**src/rtl/fetch_macros.svh**
```systemverilog
`ifndef FETCH_MACROS_SVH
`define FETCH_MACROS_SVH

// csr word addresses on the slave port
`define CSR_CRMD 2'd0
`define CSR_DMW0 2'd1
`define CSR_DMW1 2'd2

// crmd fields
`define CRMD_PLV  1:0
`define CRMD_DA   3
`define CRMD_DATF 6:5

// direct mapped window fields
`define DMW_PLV0 0
`define DMW_PLV3 3
`define DMW_MAT  5:4
`define DMW_PSEG 27:25
`define DMW_VSEG 31:29

// DA set, PLV 0, DATF 0
`define CRMD_RESET 32'h0000_0008
`define DMW_RESET  32'h0000_0000

// first fetch address out of reset
`define RESET_PC 32'h1c00_0000

`endif

```
**src/rtl/fetch_pkg.sv**
```systemverilog
package fetch_pkg;

  // virtual fetch address
  typedef logic [31:0] vaddr_t;

  // physical address on the imem bus
  typedef logic [31:0] paddr_t;

  // instruction word and bus data
  typedef logic [31:0] word_t;

  // raw csr contents
  typedef logic [31:0] csr_val_t;

  // privilege level, 0 most privileged
  typedef logic [1:0] plv_t;

  // memory access type, 1 means cached
  typedef logic [1:0] mat_t;

  // top three address bits, VSEG and PSEG
  typedef logic [2:0] seg_t;

  // imem read master states
  typedef enum logic [1:0] {
    IDLE,
    REQ,
    HOLD
  } bus_state_t;

endpackage

```
**src/rtl/fetch_csr_regs.sv**
```systemverilog
`include "fetch_macros.svh"

module fetch_csr_regs (
  input  logic                clk,
  input  logic                reset_i,
  input  logic                csr_cyc_i,
  input  logic                csr_stb_i,
  input  logic                csr_we_i,
  input  logic [1:0]          csr_adr_i,
  input  fetch_pkg::word_t    csr_dat_i,
  output fetch_pkg::word_t    csr_dat_o,
  output logic                csr_ack_o,
  output fetch_pkg::csr_val_t crmd_o,
  output fetch_pkg::csr_val_t dmw0_o,
  output fetch_pkg::csr_val_t dmw1_o,
  output logic                flush_o
);

  import fetch_pkg::*;

  logic  req;
  logic  wr_req;
  word_t rd_data;

  // new request only while no ack is out, so stb held high cannot ack twice
  assign req    = csr_cyc_i & csr_stb_i & ~csr_ack_o;
  assign wr_req = req & csr_we_i;

  always_comb begin
    case (csr_adr_i)
      `CSR_CRMD: rd_data = crmd_o;
      `CSR_DMW0: rd_data = dmw0_o;
      `CSR_DMW1: rd_data = dmw1_o;
      default:   rd_data = '0;
    endcase
  end

  // ack and flush come out together one cycle after the request
  always_ff @(posedge clk) begin
    if (reset_i) begin
      csr_ack_o <= 1'b0;
      flush_o   <= 1'b0;
    end else begin
      csr_ack_o <= req;
      flush_o   <= wr_req;
    end
  end

  // registers take the write on the edge that raises ack
  always_ff @(posedge clk) begin
    if (reset_i) begin
      crmd_o <= `CRMD_RESET;
      dmw0_o <= `DMW_RESET;
      dmw1_o <= `DMW_RESET;
    end else if (wr_req) begin
      case (csr_adr_i)
        `CSR_CRMD: crmd_o <= csr_dat_i;
        `CSR_DMW0: dmw0_o <= csr_dat_i;
        `CSR_DMW1: dmw1_o <= csr_dat_i;
        default: ;
      endcase
    end
  end

  // read data valid alongside ack
  always_ff @(posedge clk) begin
    if (req) begin
      csr_dat_o <= rd_data;
    end
  end

endmodule

```
**src/rtl/fetch_pc_gen.sv**
```systemverilog
`include "fetch_macros.svh"

module fetch_pc_gen (
  input  logic              clk,
  input  logic              reset_i,
  input  logic              accept_i,
  input  logic              redirect_valid_i,
  input  fetch_pkg::vaddr_t redirect_pc_i,
  input  logic              flush_i,
  input  fetch_pkg::vaddr_t flush_pc_i,
  output fetch_pkg::vaddr_t pc_o
);

  import fetch_pkg::*;

  vaddr_t pc_next;

  // redirect first, then flush rewind, then sequential step
  always_comb begin
    pc_next = pc_o;
    if (redirect_valid_i) begin
      pc_next = redirect_pc_i;
    end else if (flush_i) begin
      // retry the dropped fetch under the new csr values
      pc_next = flush_pc_i;
    end else if (accept_i) begin
      pc_next = pc_o + 32'd4;
    end
  end

  always_ff @(posedge clk) begin
    if (reset_i) begin
      pc_o <= `RESET_PC;
    end else begin
      pc_o <= pc_next;
    end
  end

endmodule

```
**src/rtl/fetch_addr_trans.sv**
```systemverilog
`include "fetch_macros.svh"

module fetch_addr_trans (
  input  logic                clk,
  input  logic                reset_i,
  input  fetch_pkg::vaddr_t   pc_i,
  output logic                accept_o,
  input  fetch_pkg::csr_val_t crmd_i,
  input  fetch_pkg::csr_val_t dmw0_i,
  input  fetch_pkg::csr_val_t dmw1_i,
  input  logic                flush_i,
  input  logic                redirect_i,
  input  logic                take_i,
  output logic                valid_o,
  output fetch_pkg::vaddr_t   pc_o,
  output fetch_pkg::paddr_t   paddr_o,
  output logic                adef_o,
  output logic                uncached_o
);

  import fetch_pkg::*;

  logic   da_mode;
  mat_t   datf;
  plv_t   plv;
  logic   plv0;
  logic   plv3;
  logic   dmw0_hit;
  logic   dmw1_hit;
  paddr_t paddr_d;
  logic   adef_d;
  logic   uncached_d;
  logic   valid_q;
  vaddr_t pc_q;

  assign da_mode = crmd_i[`CRMD_DA];
  assign datf    = crmd_i[`CRMD_DATF];
  assign plv     = crmd_i[`CRMD_PLV];
  assign plv0    = (plv == 2'd0);
  assign plv3    = (plv == 2'd3);

  // a window needs its plv bit for the current level and a matching vseg
  assign dmw0_hit = ((dmw0_i[`DMW_PLV0] & plv0) | (dmw0_i[`DMW_PLV3] & plv3)) &&
                    (seg_t'(dmw0_i[`DMW_VSEG]) == pc_i[31:29]);
  assign dmw1_hit = ((dmw1_i[`DMW_PLV0] & plv0) | (dmw1_i[`DMW_PLV3] & plv3)) &&
                    (seg_t'(dmw1_i[`DMW_VSEG]) == pc_i[31:29]);

  always_comb begin
    if (da_mode) begin
      paddr_d    = pc_i;
      uncached_d = (datf != 2'd1);
    end else if (dmw0_hit) begin
      // dmw0 wins when both hit
      paddr_d    = {seg_t'(dmw0_i[`DMW_PSEG]), pc_i[28:0]};
      uncached_d = (mat_t'(dmw0_i[`DMW_MAT]) != 2'd1);
    end else begin
      paddr_d    = {seg_t'(dmw1_i[`DMW_PSEG]), pc_i[28:0]};
      uncached_d = (mat_t'(dmw1_i[`DMW_MAT]) != 2'd1);
    end
    adef_d = (|pc_i[1:0]) | (~da_mode & ~dmw0_hit & ~dmw1_hit);
  end

  // load when empty or when the bus master takes the entry
  assign accept_o = (~valid_q | take_i) & ~flush_i & ~redirect_i;

  // a dropped entry is never handed on in the flush or redirect cycle
  assign valid_o = valid_q & ~flush_i & ~redirect_i;

  // empty stage reports the pc waiting to enter, so a flush rewinds to it
  assign pc_o = valid_q ? pc_q : pc_i;

  always_ff @(posedge clk) begin
    if (reset_i) begin
      valid_q <= 1'b0;
    end else if (flush_i | redirect_i) begin
      valid_q <= 1'b0;
    end else if (accept_o) begin
      valid_q <= 1'b1;
    end else if (take_i) begin
      valid_q <= 1'b0;
    end
  end

  always_ff @(posedge clk) begin
    if (accept_o) begin
      pc_q       <= pc_i;
      paddr_o    <= paddr_d;
      adef_o     <= adef_d;
      uncached_o <= uncached_d;
    end
  end

endmodule

```
**src/rtl/fetch_bus_master.sv**
```systemverilog
module fetch_bus_master (
  input  logic              clk,
  input  logic              reset_i,
  input  logic              t_valid_i,
  input  fetch_pkg::vaddr_t t_pc_i,
  input  fetch_pkg::paddr_t t_paddr_i,
  input  logic              t_adef_i,
  input  logic              t_uncached_i,
  output logic              take_o,
  input  logic              redirect_i,
  output logic              im_cyc_o,
  output logic              im_stb_o,
  output fetch_pkg::paddr_t im_adr_o,
  input  fetch_pkg::word_t  im_dat_i,
  input  logic              im_ack_i,
  output logic              inst_valid_o,
  output fetch_pkg::vaddr_t inst_pc_o,
  output fetch_pkg::word_t  inst_o,
  output logic              inst_adef_o,
  output logic              inst_uncached_o,
  input  logic              inst_ready_i
);

  import fetch_pkg::*;

  bus_state_t state_q;
  logic       drop_q;

  // entries are only taken while idle
  assign take_o = (state_q == IDLE) & t_valid_i;

  assign im_cyc_o     = (state_q == REQ);
  assign im_stb_o     = (state_q == REQ);
  assign inst_valid_o = (state_q == HOLD);

  always_ff @(posedge clk) begin
    if (reset_i) begin
      state_q <= IDLE;
      drop_q  <= 1'b0;
    end else begin
      case (state_q)
        IDLE: begin
          drop_q <= 1'b0;
          if (take_o) begin
            // faulting fetch skips the bus
            state_q <= t_adef_i ? HOLD : REQ;
          end
        end
        REQ: begin
          if (redirect_i) begin
            drop_q <= 1'b1;
          end
          // the cycle always runs to ack and a redirected result is thrown away
          if (im_ack_i) begin
            state_q <= (drop_q | redirect_i) ? IDLE : HOLD;
          end
        end
        HOLD: begin
          if (redirect_i | inst_ready_i) begin
            state_q <= IDLE;
          end
        end
        default: state_q <= IDLE;
      endcase
    end
  end

  // entry fields held from one take to the next
  always_ff @(posedge clk) begin
    if (take_o) begin
      inst_pc_o       <= t_pc_i;
      im_adr_o        <= t_paddr_i;
      inst_adef_o     <= t_adef_i;
      inst_uncached_o <= t_uncached_i;
    end
  end

  // instruction word is zero for a fault
  always_ff @(posedge clk) begin
    if (take_o & t_adef_i) begin
      inst_o <= '0;
    end else if ((state_q == REQ) & im_ack_i) begin
      inst_o <= im_dat_i;
    end
  end

endmodule

```
**src/rtl/fetch_top.sv**
```systemverilog
module fetch_top (
  input  logic              clk,
  input  logic              reset_i,
  input  logic              csr_cyc_i,
  input  logic              csr_stb_i,
  input  logic              csr_we_i,
  input  logic [1:0]        csr_adr_i,
  input  fetch_pkg::word_t  csr_dat_i,
  output fetch_pkg::word_t  csr_dat_o,
  output logic              csr_ack_o,
  output logic              im_cyc_o,
  output logic              im_stb_o,
  output fetch_pkg::paddr_t im_adr_o,
  input  fetch_pkg::word_t  im_dat_i,
  input  logic              im_ack_i,
  input  logic              redirect_valid_i,
  input  fetch_pkg::vaddr_t redirect_pc_i,
  output logic              inst_valid_o,
  output fetch_pkg::vaddr_t inst_pc_o,
  output fetch_pkg::word_t  inst_o,
  output logic              inst_adef_o,
  output logic              inst_uncached_o,
  input  logic              inst_ready_i
);

  import fetch_pkg::*;

  csr_val_t crmd;
  csr_val_t dmw0;
  csr_val_t dmw1;
  logic     csr_flush;
  vaddr_t   pc;
  logic     pc_accept;
  logic     t_valid;
  vaddr_t   t_pc;
  paddr_t   t_paddr;
  logic     t_adef;
  logic     t_uncached;
  logic     t_take;

  fetch_csr_regs u_csr (
    .clk       (clk),
    .reset_i   (reset_i),
    .csr_cyc_i (csr_cyc_i),
    .csr_stb_i (csr_stb_i),
    .csr_we_i  (csr_we_i),
    .csr_adr_i (csr_adr_i),
    .csr_dat_i (csr_dat_i),
    .csr_dat_o (csr_dat_o),
    .csr_ack_o (csr_ack_o),
    .crmd_o    (crmd),
    .dmw0_o    (dmw0),
    .dmw1_o    (dmw1),
    .flush_o   (csr_flush)
  );

  // a flush rewinds to the pc the translation stage gives up
  fetch_pc_gen u_pc_gen (
    .clk              (clk),
    .reset_i          (reset_i),
    .accept_i         (pc_accept),
    .redirect_valid_i (redirect_valid_i),
    .redirect_pc_i    (redirect_pc_i),
    .flush_i          (csr_flush),
    .flush_pc_i       (t_pc),
    .pc_o             (pc)
  );

  fetch_addr_trans u_trans (
    .clk        (clk),
    .reset_i    (reset_i),
    .pc_i       (pc),
    .accept_o   (pc_accept),
    .crmd_i     (crmd),
    .dmw0_i     (dmw0),
    .dmw1_i     (dmw1),
    .flush_i    (csr_flush),
    .redirect_i (redirect_valid_i),
    .take_i     (t_take),
    .valid_o    (t_valid),
    .pc_o       (t_pc),
    .paddr_o    (t_paddr),
    .adef_o     (t_adef),
    .uncached_o (t_uncached)
  );

  fetch_bus_master u_bus (
    .clk             (clk),
    .reset_i         (reset_i),
    .t_valid_i       (t_valid),
    .t_pc_i          (t_pc),
    .t_paddr_i       (t_paddr),
    .t_adef_i        (t_adef),
    .t_uncached_i    (t_uncached),
    .take_o          (t_take),
    .redirect_i      (redirect_valid_i),
    .im_cyc_o        (im_cyc_o),
    .im_stb_o        (im_stb_o),
    .im_adr_o        (im_adr_o),
    .im_dat_i        (im_dat_i),
    .im_ack_i        (im_ack_i),
    .inst_valid_o    (inst_valid_o),
    .inst_pc_o       (inst_pc_o),
    .inst_o          (inst_o),
    .inst_adef_o     (inst_adef_o),
    .inst_uncached_o (inst_uncached_o),
    .inst_ready_i    (inst_ready_i)
  );

endmodule

```
**config.mk**
```make
export PLATFORM = sky130hd
export DESIGN_NAME = fetch_top
export DESIGN_NICKNAME = d
export VERILOG_FILES = /design/src/rtl/fetch_pkg.sv /design/src/rtl/fetch_csr_regs.sv /design/src/rtl/fetch_pc_gen.sv /design/src/rtl/fetch_addr_trans.sv /design/src/rtl/fetch_bus_master.sv /design/src/rtl/fetch_top.sv
export VERILOG_INCLUDE_DIRS = /design/src /design/src/rtl
export SDC_FILE = /design/constraint.sdc
export NUM_CORES = 1
export LEC_CHECK = 0
export BUFFER_PORTS_ARGS = -buffer_cell sky130_fd_sc_hd__buf_2
export CORE_MARGIN = 2
export CORE_UTILIZATION = 50
export CTS_CLUSTER_DIAMETER = 150
export DETAILED_ROUTE_END_ITERATION = 8
export PLACE_DENSITY = 0.73
export SLEW_MARGIN = 40
export SYNTH_ARGS = -nofsm -noshare
export SYNTH_HDL_FRONTEND = slang
export SYNTH_SLANG_ARGS = --single-unit
```
**constraint.sdc**
```tcl
create_clock -name clk -period 8.9 [get_ports clk]
set_input_delay 1.335 -clock clk [delete_from_list [all_inputs] [get_ports clk]]
set_output_delay 1.335 -clock clk [all_outputs]
set_load 0.005 [all_outputs]
```
# [After elaboration in Yosys (flattened, before gate mapping)]
# Index checks and enable logic that the tools add are counted.
[word_totals] ff_bits=330 in_bits=106 out_inout_bits=134 elab_cells=98
[classes] add_sub_neg=1 n_eq_ne=14 n_mux=19 bitwise_logic=30 reduce_logical=15
[op_table] op="$mux 32" n=6
[op_table] op="$pmux 32 s3" n=1
[op_table] op="$add 32x3->32 const B" n=1
[op_table] op="$and 1x1->1" n=16
[op_table] op="$ne 2x1->1 const B" n=7
[op_table] op="$mux 2" n=5
[op_table] op="$reduce_and 2->1" n=4
[op_table] op="$not 1->1" n=7
[op_table] op="$or 1x1->1" n=7
[op_table] op="$eq 2x2->1 const B" n=3
[op_table] op="$eq 3x3->1" n=2
[op_table] op="$logic_not 2->1" n=3
[op_table] op="$pmux 2 s3" n=1
[op_table] op="$mux 1" n=5
[op_table] op="$eq 2x1->1 const B" n=2
[op_table] op="$reduce_bool 2->1" n=2
[op_table] op="$reduce_or 2->1" n=2
[op_table] op="$reduce_and 3->1" n=1
[op_table] op="$reduce_bool 3->1" n=1
[op_table] op="$logic_and 1x1->1" n=2
[op_table] op="$pmux 1 s2" n=1

# [Longest topological paths before layout]
# Gate-level depths: netlist (run 1).
[logic_depth] ltp_word=10 depth_mapped=8 mapped_depth_nobuf=6

# [Cells and area by module]
# A second synthesis (run 1) with hierarchy kept.
[unflattened] hier_cells=1164 area_unflattened_um2=13060.0
[by_module_without_submodules] module="fetch_csr_regs" instances=1 cells_each=499 area_per_inst_um2=5537.8 seq_area_each_um2=2922.8
[by_module_without_submodules] module="fetch_bus_master" instances=1 cells_each=229 area_per_inst_um2=3264.4 seq_area_each_um2=2682.6
[by_module_without_submodules] module="fetch_pc_gen" instances=1 cells_each=304 area_per_inst_um2=2280.9 seq_area_each_um2=640.6
[by_module_without_submodules] module="fetch_addr_trans" instances=1 cells_each=132 area_per_inst_um2=1976.9 seq_area_each_um2=1131.1

# [Worst setup path after synthesis (run 1)]
# OpenSTA, ideal clock, no wires.
[synth_timing] path_kind="input-to-reg" startpoint="input port redirect_valid_i" endpoint="register u_bus.inst_o[10]" setup_ns=0.132 t_arrival_ns=7.046 t_required_ns=8.768 slack_ns=1.722 path_stages=7 n_path_buf=2 cell_sequence="nor2_1 nand2_1 nor3_1 and2_1 clkbuf_1 clkbuf_1 a21oi_1"
[synth_between] elab_chain_cells=4
[synth_lines] item="from (decl)" line="fetch_top.sv:16" text="input logic redirect_valid_i,"
[synth_lines] item="$not 1->1" line="fetch_addr_trans.sv:67" text="assign valid_o = valid_q & ~flush_i & ~redirect_i;"
[synth_lines] item="$and 1x1->1" line="fetch_addr_trans.sv:67"
[synth_lines] item="$and 1x1->1" line="fetch_bus_master.sv:30" text="assign take_o = (state_q == IDLE) & t_valid_i;"
[synth_lines] item="via t_take" line="fetch_top.sv:39" text="logic t_take;"
[synth_lines] item="$and 1x1->1" line="fetch_bus_master.sv:80" text="if (take_o & t_adef_i) begin"
[synth_lines] item="to (signal assigned)" line="fetch_bus_master.sv:83" text="inst_o <= im_dat_i;"
[synth_lines] item="to (decl)" line="fetch_bus_master.sv:18" text="output fetch_pkg::word_t inst_o,"
# The timed path passes the listed nets, and every way through them passes these cells.
# A chain may end at the register's enable or synchronous reset.

# [Worst setup path in the final report (run 1)]
[layout_timing] startpoint="input port csr_adr_i[1]" endpoint="register u_csr.dmw1_o[14]"
[layout_between] elab_chain_cells=2
[layout_lines] item="from (decl)" line="fetch_top.sv:7" text="input logic [1:0] csr_adr_i,"
[layout_lines] item="$eq 2x2->1" line="fetch_csr_regs.sv:56" text="case (csr_adr_i)"
[layout_lines] item="$reduce_and 2->1 (no source line)"
[layout_lines] item="to (signal assigned)" line="fetch_csr_regs.sv:54" text="dmw1_o <= `DMW_RESET;"
[layout_lines] item="to (signal assigned)" line="fetch_csr_regs.sv:59" text="`CSR_DMW1: dmw1_o <= csr_dat_i;"
[layout_lines] item="to (decl)" line="fetch_csr_regs.sv:15" text="output fetch_pkg::csr_val_t dmw1_o,"
# Every way passes these cells.

==> flow_summary.ini, run 1 <==
[outcome]
outcome = finished, final reports clean

[worst_setup_path]
crit_path_frequent_cell = buf_4
startpoint_type = input pin
max_stage_delay_ns = 0.70
path_class = in2reg
r2r_slack_ns = 6.57
r2r-end = u_pc_gen.pc_o[28]
critPathMaxFanout = 36
cp_cell_sequence = buf_2 -> nor2b_2 -> buf_4 -> nand3_1 -> buf_4 -> nand2_1 -> a21oi_1
end_kind = flip-flop
required_ns = 9.29
reg2reg_depth = 6
rr_startpoint = u_pc_gen.pc_o[2]
crit_arrival_ns = 4.00
cp_slowest_cell = nor2b_2

[flow_run]
cap_viol_max_count = 0

[synthesis]
syn_nets = 1317
async_flop_share = 0
synth_seq_cells = 301
syn_avg_cell_area_um2 = 10.0
synth_area_leaders = edfxtp_1 (33%), dfxtp_1 (27%), nand2_1 (9.9%)
synth_top_area_frac = 0.334
synth.largest_area_cell = edfxtp_1
yosysSeqAreaShare = 0.608
synth_edf_count = 135
synth_top_flop_cell = dfxtp_1
synth_cell_type_count = 60
yosys_warnings = 0
syn_inst = 1210
netlist_area_um2 = 12100

[drt]
wl_met2_um = 15100
dr.pass1.iters = 5
drt_wl_total_um = 30700
wl_per_cell_um = 17.5
top_layer_used = met5
m1WireLength_um = 12800
vias = 9642
drtAntennaViolNets = 0
drcViolationCount = 0
drt_iter0_drc = 745
vias_per_cell = 5.49
dr_wl_met3_um = 1990

[global_route]
grt_max_degree = 99
grt_overflow = 0
antenna_found_initial = 4
grtUsageTotal = 0.229
grt_pass1_vias = 8994
grt_pass1_wl_um = 47800

[floorplanning]
die_w_um = 160
dieArea_um2 = 25500
initial_core_util = 0.514
coreArea_um2 = 23600
die_h_um = 160
io_pins = 240
core.rowCount = 56

[sta]
finalClockSkew_ns = 0.0142
setup_viol = 0
worst_hold_slack_ns = 0.422
drv_slew = 0
rsz0062_at_grt = no
setup_slack_ns = 5.29
fin_crit_ns = 3.61
setup-tns-final_ns = 0
fmax_mhz = 277
hold_viol = 0
period_share = 0.405
worstMarginPinSlew_ns = 0.804
worst_slew_margin_rel = 0.464

[clocking]
cts.clk_slew.worst_paths_ns = 0.06
worstSkewPairLatency_ns = 0.55
cts_setup_buffers = 0
cts_buffers = 30
cts_repair_resize_count = 0
htree_num_levels = 1
clk_path_buf_depth = 3
cts_tree = yes
hold_buffers = 0
clock-sinks = 301
clk_root_buffer_cell = clkbuf_16

[place]
hpwlAfterDp_um = 20300
gp_congestion = 0.828
port-buffer-count = 239
dpl_worst_slack_ns = 4.79

[final_layout]
drive_gt1_frac = 0.247
syn2layout_area_growth_pct = 20.3
nFillCells = 1983
fin_nets = 1518

[hold_path]
min_path_cells = 0
hold_path_end = u_bus.im_adr_o[30]
hold_path.class = reg2reg
holdCritStartpoint = u_trans.paddr_o[30]

[power]
power.density_nw_per_um2 = 204
irDropWorstVdd_mv = 0.148
cellLeakagePower_nw = 5.50
flip-flops by register name, summed over array words and instances, names as in the netlist, 2 cells and up:
name,cells
u_csr.dmw1_o,32
u_pc_gen.pc_o,32
u_csr.csr_dat_o,32
u_csr.dmw0_o,32
u_trans.paddr_o,3
u_bus.inst_o,32
u_bus.inst_pc_o,32
u_trans.pc_q,32
u_bus.state_q,2
u_bus.im_adr_o,32
u_csr.crmd_o,32
layer usage:
metal  global-route usage  up-vias
li1                     -     4671
met1                0.295     4557
met2                0.398      352
met3               0.0431       60
met4               0.0632        2
met5                    0        -
report_power, final:
part | total (W) | internal (W) | switching, W
logic | 0.000230 | 0.000101 | 0.000129
clock network | 0.00119 | 0.000682 | 0.000508
registers | 0.00156 | 0.00152 | 0.0000407
worst max-delay path, delay by kind of cell:
kind | cells | cell delay [ns]
compound gates | 1 | 0.07
buf+inv | 3 | 1.29
simple gates | 3 | 1.28
cells in the final DEF, fill, tap and decap left out, types with 7 or more instances in the layout:
cell type and n:
edfxtp_1 135, mux2i_1 39, a211oi_1 10, buf_2 237, dfxtp_1 166, o21ai_0 53
a22o_1 8, nand4_1 11, a21oi_1 162, inv_1 10, nand3_1 18, clkbuf_1 11
nor2_1 31, buf_4 13, nor3_1 17, a22oi_1 12, nor4_1 7, xor2_1 7
nand2_1 318, clkbuf_16 31, mux2_2 29
cells by family after synthesis:
kind of cell             share of synthesized area
multiplexers                                0.0591
AND/OR/NAND/NOR                              0.158
adder cells (fa/ha/maj)                    0.00103
buffers and inverters                       0.0307
flip-flops                                   0.608
XOR/XNOR                                   0.00578
AO/OA/AOI/OAI                                0.138
Yosys cell counts (4+ instances only):
| master | instances |
|---|---|
| nand2_1 | 320 |
| dfxtp_1 | 166 |
| a21oi_1 | 162 |
| edfxtp_1 | 135 |
| clkbuf_1 | 75 |
| o21ai_0 | 54 |
| mux2i_1 | 39 |
| nor2_1 | 33 |
| mux2_2 | 29 |
| nor3_1 | 19 |
| nand3_1 | 18 |
| a22oi_1 | 12 |
| nand4_1 | 11 |
| a211oi_1 | 10 |
| inv_1 | 10 |
| nor4_1 | 9 |
| a22o_1 | 8 |
| buf_1 | 7 |
| xor2_1 | 7 |
| o21a_1 | 5 |
| o31ai_1 | 5 |
| a31o_2 | 4 |
| and3_1 | 4 |
| buf_2 | 4 |
| nand2b_1 | 4 |
| nor2b_1 | 4 |
| nor3b_1 | 4 |
| or3_1 | 4 |
final cells by class:
class / instances / area [µm²] / share of cell area
Multi-Input combinational cell: 812 / 4450 / 0.305
Inverter: 10 / 37.5 / 0.00257
Tap cell: 319 / 399 / 0.0274
Timing Repair Buffer: 256 / 1390 / 0.0951
Sequential cell: 301 / 7380 / 0.506
Clock inverter: 9 / 51.3 / 0.00352
Antenna cell: 2 / 5.00 / 0.000343
Clock buffer: 47 / 886 / 0.0607
metrics by stage:
stage / instance area (µm²) / instances / utilization / total power (W)
final: 14600 / 1756 / 0.618 / 0.00298
after floorplan: 12100 / 1210 / - / 0.00170
after global routing: 14600 / 1754 / 0.618 / 0.00308
after global placement: 13500 / 1694 / 0.572 / 0.00180
after CTS: 14600 / 1754 / 0.617 / 0.00300
after detailed placement: 13600 / 1698 / 0.577 / 0.00181
worst max path at each step:
stage | start | end | slack (ns)
6_report | csr_adr_i[1] | u_csr.dmw1_o[14] | 5.29
5_1_grt | csr_adr_i[1] | u_csr.dmw1_o[14] | 5.11
4_1_cts | csr_adr_i[1] | u_csr.dmw1_o[14] | 5.32
3_5_place_dp | csr_adr_i[1] | u_csr.dmw1_o[11] | 4.79
3_3_place_gp | csr_adr_i[1] | u_csr.dmw1_o[8] | 4.83
2_1_floorplan | redirect_valid_i | u_bus.inst_o[10] | 1.72
(Power assumes the default switching activity.)
==> inputs of run 2 (changes only) <==
--- a/config.mk
+++ b/config.mk
@@ -11,7 +11,7 @@
 export CORE_UTILIZATION = 50
 export CTS_CLUSTER_DIAMETER = 150
 export DETAILED_ROUTE_END_ITERATION = 8
-export PLACE_DENSITY = 0.73
+export PLACE_DENSITY = 0.76
 export SLEW_MARGIN = 40
 export SYNTH_ARGS = -nofsm -noshare
 export SYNTH_HDL_FRONTEND = slang
==> constraint.sdc (replaced) <==
create_clock -name clk -period 3.07 [get_ports clk]
set_input_delay 0.4605 -clock clk [delete_from_list [all_inputs] [get_ports clk]]
set_output_delay 0.4605 -clock clk [all_outputs]
set_load 0.005 [all_outputs]
==> flow_summary.ini, run 2 (synthesized netlist as in run 1, its figures left out) <==
[final_layout]
final_cells = 1777
mostFrequentLayoutCells = nand2_1 (318), buf_2 (238), dfxtp_1 (166)
nFillCells = 1937
utilization = 0.628
drive_gt1_frac = 0.260
fin_nets = 1536
layout_commonest_cell = nand2_1
syn2layout_area_growth_pct = 22.2

[floorplanning]
die_w_um = 160
io_pins = 240
coreArea_um2 = 23600
die_h_um = 160
core.rowCount = 56
initial_core_util = 0.514
dieArea_um2 = 25500

[clocking]
cts_repair_resize_count = 0
cts_tree = yes
htree_num_levels = 1
clk_path_buf_depth = 3
cts.clk_slew.worst_paths_ns = 0.07
worstSkewPairLatency_ns = 0.56
cts_setup_buffers = 0
cts_buffers = 31
clk_root_buffer_cell = clkbuf_16
hold_buffers = 0
clock-sinks = 301

[worst_setup_path]
rr_startpoint = u_pc_gen.pc_o[10]
cp_top_family = simple AND/OR/NAND/NOR gates
worstPathBufferInverterCount = 0
crit_start = u_pc_gen.pc_o[10]
path_class = reg2reg
required_ns = 3.49
crit_arrival_ns = 2.61
cp_cell_sequence = nand3_1 -> or4_1 -> o31a_1 -> o21ai_1 -> a21oi_1
critPathMaxFanout = 10
max_stage_delay_ns = 0.74
end_kind = flip-flop
cp_slowest_cell = or4_1
startpoint_type = flip-flop

[place]
dpl_worst_slack_ns = 0.793
hpwlAfterDp_um = 21100
post-place-cells = 1715
port-buffer-count = 239
gp_congestion = 0.895

[drt]
dr.pass1.iters = 8
drtAntennaViolNets = 0
drt_iter0_drc = 853
drt_wl_total_um = 30600
wl_per_cell_um = 17.2
vias = 9773
drcViolationCount = 0
vias_per_cell = 5.50

[global_route]
grt_max_degree = 68
grtUsageTotal = 0.231
grt_pass1_wl_um = 48000
antenna_found_initial = 5
grt_overflow = 0
grt_pass1_vias = 9090

[hold_path]
hold_path.class = in2reg
holdCritStartpoint = csr_dat_i[3]

[sta]
setup-tns-final_ns = 0
setup_slack_ns = 0.879
fmax_mhz = 456
hold_viol = 0
finalClockSkew_ns = 0.0293
period_share = 0.714
drv_slew = 0
fin_crit_ns = 2.19
worstMarginPinSlew_ns = 0.762
setup_viol = 0
rsz0062_at_grt = no
worst_slew_margin_rel = 0.492

[outcome]
outcome = finished, final reports clean

[flow_run]
cap_viol_max_count = 0

[power]
power_w = 0.00901
power.density_nw_per_um2 = 608
irDropWorstVdd_mv = 0.393
cellLeakagePower_nw = 5.64
-- run 2: cell count changes in the layout (fill, tap and decap cells not counted), moves of 3 or more --
cell,delta
bufinv_16,+4
buf_6,-3
buf_4,+20
clkinv_2,+4
clkbuf_1,-9
-- run 2: layout make-up --
cell class	instances	area [µm²]	area share
Inverter	10	37.5	0.00253
Tap cell	319	399	0.0269
Clock buffer	36	825	0.0556
Clock inverter	22	238	0.0160
Sequential cell	301	7380	0.498
Multi-Input combinational cell	812	4450	0.301
Timing Repair Buffer	273	1480	0.0998
Antenna cell	4	10.0	0.000676
-- run 2: layer usage --
layer | global-route usage | up-vias | wire, µm
met5 | 0 | - | 7
met4 | 0.0736 | 2 | 755
met1 | 0.304 | 4617 | 12900
li1 | - | 4718 | -
met3 | 0.0499 | 55 | 2470
met2 | 0.382 | 381 | 14500
-- run 2: per-stage QoR --
step	hold slack [ns]	instance area (µm²)
6_report	0.143	14800
5_1_grt	0.134	14800
4_1_cts	0.129	14800
3_5_place_dp	0.406	13700
3_3_place_gp	0.408	13700
2_1_floorplan	0.400	12200
-- run 2: worst register-to-register path: stages, from the launching register on --
cell	delay, ns
dfxtp_1	0.51
nand3_1	0.25
or4_1	0.74
o31a_1	0.35
o21ai_1	0.13
a21oi_1	0.07
-- run 2: worst paths after layout --
check / endpoint / slack, ns / depth (start not counted)
max reg2reg: u_pc_gen.pc_o[24] / 0.88 / 5
max: u_pc_gen.pc_o[24] / 0.88 / 5
min: u_csr.crmd_o[3] / 0.14 / 3
min reg2reg: u_bus.im_adr_o[30] / 0.42 / 0
-- run 2: where the power goes --
part	switching (W)	internal, W
clock	0.00157	0.00227
combinational	0.000377	0.000294
sequential	0.000117	0.00439
